## config.mk

```make
export PLATFORM = sky130hd
export DESIGN_NAME = mem_bus_top
export DESIGN_NICKNAME = d
export VERILOG_FILES = /design/src/common/bus_pkg.sv /design/src/bus_ctrl/bus_ctrl.sv /design/src/rtl/mem_bus_top.sv /design/src/rtl/mem_request.sv /design/src/rtl/rx_queue.sv
export VERILOG_INCLUDE_DIRS = /design/src /design/src/common
export SDC_FILE = /design/constraint.sdc
export NUM_CORES = 1
export LEC_CHECK = 0
export ABC_AREA = 1
export BUFFER_PORTS_ARGS = -buffer_cell sky130_fd_sc_hd__buf_2
export CAP_MARGIN = 20
export CORE_MARGIN = 2
export CORE_UTILIZATION = 33
export DETAILED_ROUTE_END_ITERATION = 8
export SKIP_CTS_REPAIR_TIMING = 1
export SLEW_MARGIN = 5
export SYNTH_ARGS = -nofsm -noshare
export SYNTH_HDL_FRONTEND = slang
export SYNTH_HIERARCHICAL = 1
export SYNTH_SLANG_ARGS = --single-unit
```

## constraint.sdc

```tcl
create_clock -name clk -period 2.2 [get_ports clk]
set_input_delay 0.44 -clock clk [delete_from_list [all_inputs] [get_ports clk]]
set_output_delay 0.44 -clock clk [all_outputs]
set_load 0.01 [all_outputs]
```

## src/common/bus_config.svh

```systemverilog
`ifndef BUS_CONFIG_SVH
`define BUS_CONFIG_SVH

// Bus widths
`define ADDR_W          18
`define DATA_W          16
`define TAG_W           8

// UART register map
`define UART_DATA_ADDR  18'h0BF00
`define UART_STAT_ADDR  18'h0BF01

// Receive queue depth is 2**QUEUE_AW
`define QUEUE_AW        3

// Core clocks per bus tick
`define TICK_DIV        4
// Ticks spent waiting on tbre or tsre before the write is retried
`define TX_WAIT_MAX     255

`endif

```

## src/common/bus_pkg.sv

```systemverilog
`default_nettype none

package bus_pkg;

	// Decoded memory stage operation
	typedef enum logic [2:0] {
		OP_NONE,
		OP_RAM_RD,
		OP_RAM_WR,
		OP_UART_RD,
		OP_UART_WR,
		OP_UART_STAT
	} mem_op_t;

	// Bus controller FSM
	typedef enum logic [4:0] {
		ST_IDLE,
		ST_RX1, ST_RX2, ST_RX3,
		ST_TX1, ST_TX2, ST_TX3, ST_TX4,
		ST_RD1, ST_RD2, ST_RD3,
		ST_WR1, ST_WR2, ST_WR3,
		ST_QPOP,
		ST_STAT
	} bus_state_t;

endpackage

`default_nettype wire

```

## src/bus_ctrl/bus_ctrl.sv

```systemverilog
`timescale 1ns/1ps
`default_nettype none
`include "bus_config.svh"

module bus_ctrl import bus_pkg::*; (
	input  wire                 clk,
	input  wire                 rst,
	input  wire                 start,
	input  mem_op_t             op,
	input  wire  [`ADDR_W-1:0]  addr,
	input  wire  [`DATA_W-1:0]  wdata,
	input  wire  [7:0]          front_data,
	input  wire                 empty,
	input  wire                 full,
	input  wire  [`DATA_W-1:0]  bus_in,
	input  wire                 data_ready,
	input  wire                 tbre,
	input  wire                 tsre,
	output logic                finish,
	output logic [`DATA_W-1:0]  rdata,
	output logic                push,
	output logic [7:0]          push_data,
	output logic                pop,
	output wire  [`ADDR_W-1:0]  ram_addr,
	output logic                ram_en_n,
	output logic                ram_oe_n,
	output logic                ram_we_n,
	output logic [`DATA_W-1:0]  bus_out,
	output logic                bus_oe,
	output logic                uart_rdn,
	output logic                uart_wrn
);

	localparam int DIV_W = (`TICK_DIV > 1) ? $clog2(`TICK_DIV) : 1;
	localparam int WAIT_W = $clog2(`TX_WAIT_MAX + 1);

	logic [DIV_W-1:0]  tick_cnt;
	logic              tick;
	bus_state_t        state;
	mem_op_t           op_q;
	logic              req_pend;
	logic [WAIT_W-1:0] wait_cnt;
	logic              wait_over;
	logic              pop_phase;

	// SRAM address comes straight from the held request
	assign ram_addr = addr;

	////////////////////
	// Bus tick
	////////////////////

	assign tick = (tick_cnt == DIV_W'(`TICK_DIV - 1));

	always_ff @(posedge clk) begin
		if (!rst)
			tick_cnt <= '0;
		else if (tick)
			tick_cnt <= '0;
		else
			tick_cnt <= tick_cnt + 1'b1;
	end

	assign wait_over = (wait_cnt == WAIT_W'(`TX_WAIT_MAX));

	////////////////////
	// Sequencer
	////////////////////

	always_ff @(posedge clk) begin
		if (!rst) begin
			state <= ST_IDLE;
			req_pend <= 1'b0;
			finish <= 1'b0;
			push <= 1'b0;
			pop <= 1'b0;
			ram_en_n <= 1'b1;
			ram_oe_n <= 1'b1;
			ram_we_n <= 1'b1;
			bus_oe <= 1'b0;
			uart_rdn <= 1'b1;
			uart_wrn <= 1'b1;
			wait_cnt <= '0;
			pop_phase <= 1'b0;
		end else begin
			finish <= 1'b0;
			push <= 1'b0;
			pop <= 1'b0;

			// start may land while a receive is in flight
			if (start) begin
				req_pend <= 1'b1;
				op_q <= op;
			end

			case (state)
				ST_IDLE: begin
					if (tick && data_ready && !full) begin
						uart_rdn <= 1'b0;
						state <= ST_RX1;
					end else if (req_pend) begin
						req_pend <= 1'b0;
						case (op_q)
							OP_RAM_RD: state <= ST_RD1;
							OP_RAM_WR: state <= ST_WR1;
							OP_UART_RD: state <= ST_QPOP;
							OP_UART_WR: state <= ST_TX1;
							OP_UART_STAT: state <= ST_STAT;
							default: finish <= 1'b1;
						endcase
					end
				end

				// UART receive into the queue
				ST_RX1: if (tick) begin
					push_data <= bus_in[7:0];
					push <= 1'b1;
					state <= ST_RX2;
				end
				ST_RX2: if (tick) begin
					uart_rdn <= 1'b1;
					state <= ST_RX3;
				end
				// Recovery tick so data_ready can settle
				ST_RX3: if (tick) state <= ST_IDLE;

				// UART transmit
				ST_TX1: if (tick) begin
					bus_out <= wdata;
					bus_oe <= 1'b1;
					uart_wrn <= 1'b0;
					wait_cnt <= '0;
					state <= ST_TX2;
				end
				ST_TX2: if (tick) begin
					uart_wrn <= 1'b1;
					state <= ST_TX3;
				end
				ST_TX3: if (tick) begin
					bus_oe <= 1'b0;
					if (tbre) begin
						wait_cnt <= '0;
						state <= ST_TX4;
					end else if (wait_over) begin
						state <= ST_TX1;
					end else begin
						wait_cnt <= wait_cnt + 1'b1;
					end
				end
				ST_TX4: if (tick) begin
					if (tsre) begin
						finish <= 1'b1;
						state <= ST_IDLE;
					end else if (wait_over) begin
						state <= ST_TX1;
					end else begin
						wait_cnt <= wait_cnt + 1'b1;
					end
				end

				// SRAM read
				ST_RD1: if (tick) begin
					ram_en_n <= 1'b0;
					state <= ST_RD2;
				end
				ST_RD2: if (tick) begin
					ram_oe_n <= 1'b0;
					state <= ST_RD3;
				end
				ST_RD3: if (tick) begin
					rdata <= bus_in;
					ram_oe_n <= 1'b1;
					ram_en_n <= 1'b1;
					finish <= 1'b1;
					state <= ST_IDLE;
				end

				// SRAM write
				ST_WR1: if (tick) begin
					ram_en_n <= 1'b0;
					bus_out <= wdata;
					bus_oe <= 1'b1;
					state <= ST_WR2;
				end
				ST_WR2: if (tick) begin
					ram_we_n <= 1'b0;
					state <= ST_WR3;
				end
				ST_WR3: if (tick) begin
					ram_we_n <= 1'b1;
					ram_en_n <= 1'b1;
					bus_oe <= 1'b0;
					finish <= 1'b1;
					state <= ST_IDLE;
				end

				// Read from the receive queue in two ticks
				ST_QPOP: if (tick) begin
					if (!pop_phase) begin
						rdata <= empty ? '0 : {{(`DATA_W-8){1'b0}}, front_data};
						pop_phase <= 1'b1;
					end else begin
						pop <= !empty;
						pop_phase <= 1'b0;
						finish <= 1'b1;
						state <= ST_IDLE;
					end
				end

				ST_STAT: if (tick) begin
					rdata <= {{(`DATA_W-2){1'b0}}, tbre && tsre, !empty};
					finish <= 1'b1;
					state <= ST_IDLE;
				end

				default: state <= ST_IDLE;
			endcase
		end
	end

endmodule

`default_nettype wire

```

## src/rtl/mem_bus_top.sv

```systemverilog
`timescale 1ns/1ps
`default_nettype none
`include "bus_config.svh"

module mem_bus_top import bus_pkg::*; (
	input  wire                clk,
	input  wire                rst,
	// Memory stage request
	input  wire                req_valid,
	input  wire  [`TAG_W-1:0]  req_tag,
	input  wire                req_rd,
	input  wire                req_wr,
	input  wire  [`ADDR_W-1:0] req_addr,
	input  wire  [`DATA_W-1:0] req_wdata,
	output wire                done,
	output wire  [`DATA_W-1:0] rdata,
	// SRAM strobes
	output wire  [`ADDR_W-1:0] ram_addr,
	output wire                ram_en_n,
	output wire                ram_oe_n,
	output wire                ram_we_n,
	// Shared data bus, split for simulation
	output wire  [`DATA_W-1:0] bus_out,
	output wire                bus_oe,
	input  wire  [`DATA_W-1:0] bus_in,
	// UART chip
	output wire                uart_rdn,
	output wire                uart_wrn,
	input  wire                data_ready,
	input  wire                tbre,
	input  wire                tsre
);

	wire                start;
	wire                finish;
	mem_op_t            op;
	wire  [`ADDR_W-1:0] addr;
	wire  [`DATA_W-1:0] wdata;
	wire                push;
	wire  [7:0]         push_data;
	wire                pop;
	wire  [7:0]         front_data;
	wire                empty;
	wire                full;

	mem_request u_mem_request (
		.clk       (clk),
		.rst       (rst),
		.req_valid (req_valid),
		.req_rd    (req_rd),
		.req_wr    (req_wr),
		.req_tag   (req_tag),
		.req_addr  (req_addr),
		.req_wdata (req_wdata),
		.finish    (finish),
		.start     (start),
		.op        (op),
		.addr      (addr),
		.wdata     (wdata),
		.done      (done)
	);

	bus_ctrl u_bus_ctrl (
		.clk        (clk),
		.rst        (rst),
		.start      (start),
		.op         (op),
		.addr       (addr),
		.wdata      (wdata),
		.front_data (front_data),
		.empty      (empty),
		.full       (full),
		.bus_in     (bus_in),
		.data_ready (data_ready),
		.tbre       (tbre),
		.tsre       (tsre),
		.finish     (finish),
		.rdata      (rdata),
		.push       (push),
		.push_data  (push_data),
		.pop        (pop),
		.ram_addr   (ram_addr),
		.ram_en_n   (ram_en_n),
		.ram_oe_n   (ram_oe_n),
		.ram_we_n   (ram_we_n),
		.bus_out    (bus_out),
		.bus_oe     (bus_oe),
		.uart_rdn   (uart_rdn),
		.uart_wrn   (uart_wrn)
	);

	rx_queue u_rx_queue (
		.clk        (clk),
		.rst        (rst),
		.push       (push),
		.push_data  (push_data),
		.pop        (pop),
		.front_data (front_data),
		.empty      (empty),
		.full       (full)
	);

endmodule

`default_nettype wire

```

## src/rtl/mem_request.sv

```systemverilog
`timescale 1ns/1ps
`default_nettype none
`include "bus_config.svh"

module mem_request import bus_pkg::*; (
	input  wire                clk,
	input  wire                rst,
	input  wire                req_valid,
	input  wire                req_rd,
	input  wire                req_wr,
	input  wire  [`TAG_W-1:0]  req_tag,
	input  wire  [`ADDR_W-1:0] req_addr,
	input  wire  [`DATA_W-1:0] req_wdata,
	input  wire                finish,
	output logic               start,
	output mem_op_t            op,
	output logic [`ADDR_W-1:0] addr,
	output logic [`DATA_W-1:0] wdata,
	output wire                done
);

	logic [`TAG_W-1:0] tag_q;
	logic [`TAG_W-1:0] cur_tag;
	logic              tag_valid;
	logic              pending;
	logic              new_req;
	mem_op_t           dec_op;

	// A new tag is only looked at once the previous one is finished
	assign new_req = req_valid && !pending && (!tag_valid || req_tag != tag_q);
	assign done = tag_valid && !pending && (req_tag == tag_q);

	// Address and flag decode, write wins over read
	always_comb begin
		if (req_addr == `UART_DATA_ADDR) begin
			if (req_wr) dec_op = OP_UART_WR;
			else if (req_rd) dec_op = OP_UART_RD;
			else dec_op = OP_NONE;
		end else if (req_addr == `UART_STAT_ADDR) begin
			if (req_rd && !req_wr) dec_op = OP_UART_STAT;
			else dec_op = OP_NONE;
		end else begin
			if (req_wr) dec_op = OP_RAM_WR;
			else if (req_rd) dec_op = OP_RAM_RD;
			else dec_op = OP_NONE;
		end
	end

	always_ff @(posedge clk) begin
		if (!rst) begin
			tag_valid <= 1'b0;
			pending <= 1'b0;
			start <= 1'b0;
		end else begin
			start <= 1'b0;
			if (new_req) begin
				if (dec_op == OP_NONE) begin
					// Nothing to run on the bus
					tag_valid <= 1'b1;
				end else begin
					pending <= 1'b1;
					start <= 1'b1;
				end
			end
			if (finish && pending) begin
				tag_valid <= 1'b1;
				pending <= 1'b0;
			end
		end
	end

	// Request payload held for the controller
	always_ff @(posedge clk) begin
		if (new_req) begin
			op <= dec_op;
			addr <= req_addr;
			wdata <= req_wdata;
			cur_tag <= req_tag;
			if (dec_op == OP_NONE)
				tag_q <= req_tag;
		end
		if (finish && pending)
			tag_q <= cur_tag;
	end

endmodule

`default_nettype wire

```

## src/rtl/rx_queue.sv

```systemverilog
`timescale 1ns/1ps
`default_nettype none
`include "bus_config.svh"

module rx_queue (
	input  wire       clk,
	input  wire       rst,
	input  wire       push,
	input  wire [7:0] push_data,
	input  wire       pop,
	output wire [7:0] front_data,
	output wire       empty,
	output wire       full
);

	localparam int DEPTH = 1 << `QUEUE_AW;

	logic [7:0]         mem [DEPTH];
	// Extra top bit tells full from empty
	logic [`QUEUE_AW:0] front_ptr;
	logic [`QUEUE_AW:0] tail_ptr;

	assign empty = (front_ptr == tail_ptr);
	assign full = (front_ptr[`QUEUE_AW] != tail_ptr[`QUEUE_AW]) &&
		(front_ptr[`QUEUE_AW-1:0] == tail_ptr[`QUEUE_AW-1:0]);
	assign front_data = mem[front_ptr[`QUEUE_AW-1:0]];

	always_ff @(posedge clk) begin
		if (!rst) begin
			front_ptr <= '0;
			tail_ptr <= '0;
		end else begin
			if (push && !full)
				tail_ptr <= tail_ptr + 1'b1;
			if (pop && !empty)
				front_ptr <= front_ptr + 1'b1;
		end
	end

	always_ff @(posedge clk) begin
		if (push && !full)
			mem[tail_ptr[`QUEUE_AW-1:0]] <= push_data;
	end

endmodule

`default_nettype wire

```

==> reports/results.env <==
REPORT.FINAL.HOLD_VIOL_COUNT=0
FP.DIEAREA_SQ_UM=27000
HOLD_SLACK_PS=177
PERIOD_MINUS_SLACK_PS=1970
GRT_OVERFLOW_TOTAL=0
TIMING.REG2REG.SETUP_SLACK_PS=450
SYNTHCELLS=801
WORSTPATHMAXFANOUT=2
BOUNDARYPINS=123
FINAL_COMMON_CELL='sky130_fd_sc_hd__edfxtp_1'
STD_CELL_ROWS=58
GRT_SETUP_UNREPAIRED='false'
CRITPATHCAPTURE='done'
MULTIINPUTGATEAREA_SQ_UM=2310
SYNTH_EDF_COUNT=160
POSTSYNTHAREAPERCELL_SQ_UM=10.6
ASYNC_FLOP_SHARE=0
FINALCRITPERIODSHARE=0.893
GLOBAL_ROUTE_WIRE_LENGTH_BEFORE_REPAIR_MM=27.5
H-TREE-DEPTH=4
ANTENNA_CELLS=0
ANTENNA_FOUND_INITIAL=1
RUN_STATUS='complete, no violations'
SYNTH_FLOP_CELL='sky130_fd_sc_hd__edfxtp_1'
MAX_FREQ_MHz=509
CORE_REGION_AREA_SQ_UM=25200
TOTAL_POWER_DIVIDED_BY_CELL_AREA_nW_PER_UM2=785
MIN-DELAY-PATH-CLASS='primary input to flop'
AREA.SEQUENTIAL_SQ_UM=5610
MAXSLEWVIOLCOUNT=0
FINALWIRELENGTH_MM=17.3
TIMING.MAX_CAP.VIOLATIONS=0
FINAL_LAYOUT_SIZE_SUFFIX_GT1_FRAC=0.244
WORST-ENDPOINT-ARRIVAL_PS=1530
DR.PASS1.ITERS=4
IR_DROP_mV=0.518
ROUTED_WIRE_LENGTH_PER_INSTANCE_MICRONS=13.6
FIN_TNS_SETUP_PS=0
CLOCK_LATENCY_PS=440
PORT_BUFFERS=122
R2R-END='u_bus_ctrl/bus_out[2]'
AREAGROWTHSYNTHTOFINISH_PCT=18.7
TOTAL_POWER_mW=7.89
DIE-WIDTH_MICRONS=164
MOST-COMMON-LAYOUT-CELLS='sky130_fd_sc_hd__edfxtp_1 (160), sky130_fd_sc_hd__nand2_1 (143), sky130_fd_sc_hd__nor2_1 (131), sky130_fd_sc_hd__buf_2 (122), sky130_fd_sc_hd__inv_1 (75)'
INITIAL_CORE_UTIL=0.336
WORST_SETUP_PATH_STARTPOINT='u_mem_request/tag_q[6]'
TIMING.CRITICAL_PATH.REQUIRED_PS=1760
SYNTH_AREA_SQ_UM=8470
CTS_MADE_BUFFERS=17
GRT_START_MAX_NET_PINS=33
FINISH.NET_COUNT=1003
VIAS=5721
MAX_SLEW.WORST_PIN.SLEW_PS=553
FINALSETUPVIOLCOUNT=0
YS_TYPES=42
CTS.SINK_COUNT=200
ROOT_BUFFER_MASTER='sky130_fd_sc_hd__clkbuf_16'
TRITONCTS='done'
SYNTH.YOSYS.WARNINGS=6
SYNTH_NETS=873
WORSTSETUPSTARTPOINTTYPE='flop'
SYNTH-SEQ-CELLS=200
FILL_CELL_COUNT=2429
ANT_NETS=0
CLK_TRANSITION_REPORTED_PATHS_PS=80
TIMING.SLEW.HEADROOM=0.631
HP-START='req_wdata[10]'
TOTAL_LEAKAGE_POWER_nW=3.98
REG2REGPATHDEPTH=6
FINAL_UTIL=0.399
FLOORPLAN.DIE.HEIGHT_MICRONS=164
WORSTSETUPPATHTYPE='flop to primary output'
GRT_PASS1_VIAS=5462
GRT_USE_TOTAL=0.133
DRT-VIAS-PER-INSTANCE=4.49
DP.FINAL_HPWL_MM=12.3
POST-ROUTE-DRC-COUNT=0
DR.FIRST_ITER.DRC_COUNT=314
FIN_WORST_SKEW_PS=15.5
GP_CONGESTION=0.797
CLOCK_BUFFER_DEPTH=2
FRACTION_OF_THE_YOSYS_AREA_TAKEN_BY_SEQUENTIAL_CELLS=0.662
TIMING.CRITICAL_PATH.TO_TYPE='primary output'
CRITICAL_PATH.REG2REG.STARTPOINT='u_bus_ctrl/state[4]'
## critical path: stages (launching register included)
cell	delay, ps
sky130_fd_sc_hd__edfxtp_1	390
sky130_fd_sc_hd__xnor2_1	190
sky130_fd_sc_hd__nand2_1	70
sky130_fd_sc_hd__nor2_1	80
sky130_fd_sc_hd__nand3_1	100
sky130_fd_sc_hd__nor2_1	110
sky130_fd_sc_hd__buf_2	140
## registers in the layout, indices dropped and copies added, names as in the netlist, 3 cells and up, named ones only
signal                 count
u_bus_ctrl/state           5
u_rx_queue/tail_ptr        4
u_bus_ctrl/push_data       8
u_bus_ctrl/rdata          16
u_bus_ctrl/op_q            3
u_mem_request/wdata       16
u_bus_ctrl/wait_cnt        8
u_mem_request/op           3
u_rx_queue/mem            64
u_mem_request/tag_q        8
u_rx_queue/front_ptr       4
u_mem_request/addr        18
u_mem_request/cur_tag      8
u_bus_ctrl/bus_out        16
## Yosys cell counts, drive strengths merged, types with 4 or more instances
cell type / count / area [sq um]
a21oi: 31 / 170
a22o: 6 / 52.6
buf: 28 / 195
clkbuf: 5 / 20.0
dfxtp: 40 / 801
edfxtp: 160 / 4800
ha: 6 / 75.1
inv: 89 / 334
mux2: 5 / 56.3
nand2: 157 / 629
nand3: 34 / 195
nor2: 147 / 617
nor3: 5 / 25.0
o211ai: 4 / 30.0
o21ai: 63 / 315
## layer usage
metal	vias to the layer above	GRT usage	part of all wire
li1	2915	-	-
met1	2644	0.166	0.44
met2	144	0.218	0.48
met3	16	0.0465	0.071
met4	2	0.0407	0.013
met5	-	0	0.00075
## stage by stage
step                area, sq um  worst slack [ps]  cells
CTS                       10000               141   1274
global placement           9470               359   1242
detailed placement         9470               341   1242
global route              10000              66.1   1274
finish                    10000               235   1274
floorplan                  8470              39.5    801
## cell type report
class,instances,area share
clock buffers,21,0.0458
multi-input cells,477,0.230
repair buffers,144,0.0797
inverters,91,0.0340
flip-flops and latches,200,0.558
clock inverters,11,0.0117
well taps,330,0.0411
## kinds of logic after synthesis
logic type,share of synthesized area
simple gates,0.178
buf+inv,0.0657
compound gates,0.0748
mux,0.00665
other cells,0.000443
xor+xnor,0.00414
fa+ha+maj,0.00886
flops,0.662
## worst min path at each step
stage                                   end  slack [ps]  depth (start not counted)
floorplan            u_bus_ctrl/tick_cnt[0]         400                          1
global placement      u_bus_ctrl/bus_out[4]         400                          0
detailed placement    u_bus_ctrl/bus_out[5]         400                          0
CTS                 u_mem_request/wdata[10]         150                          1
global route         u_mem_request/wdata[4]         150                          1
finish              u_mem_request/wdata[10]         180                          1
## power breakdown
part	leakage (nW)	internal (mW)	total [mW]	switching, mW
clock	0.281	1.65	3.05	1.40
sequential	1.79	4.18	4.23	0.0580
combinational	1.90	0.220	0.606	0.386
Power figures use the tool's default switching activity.
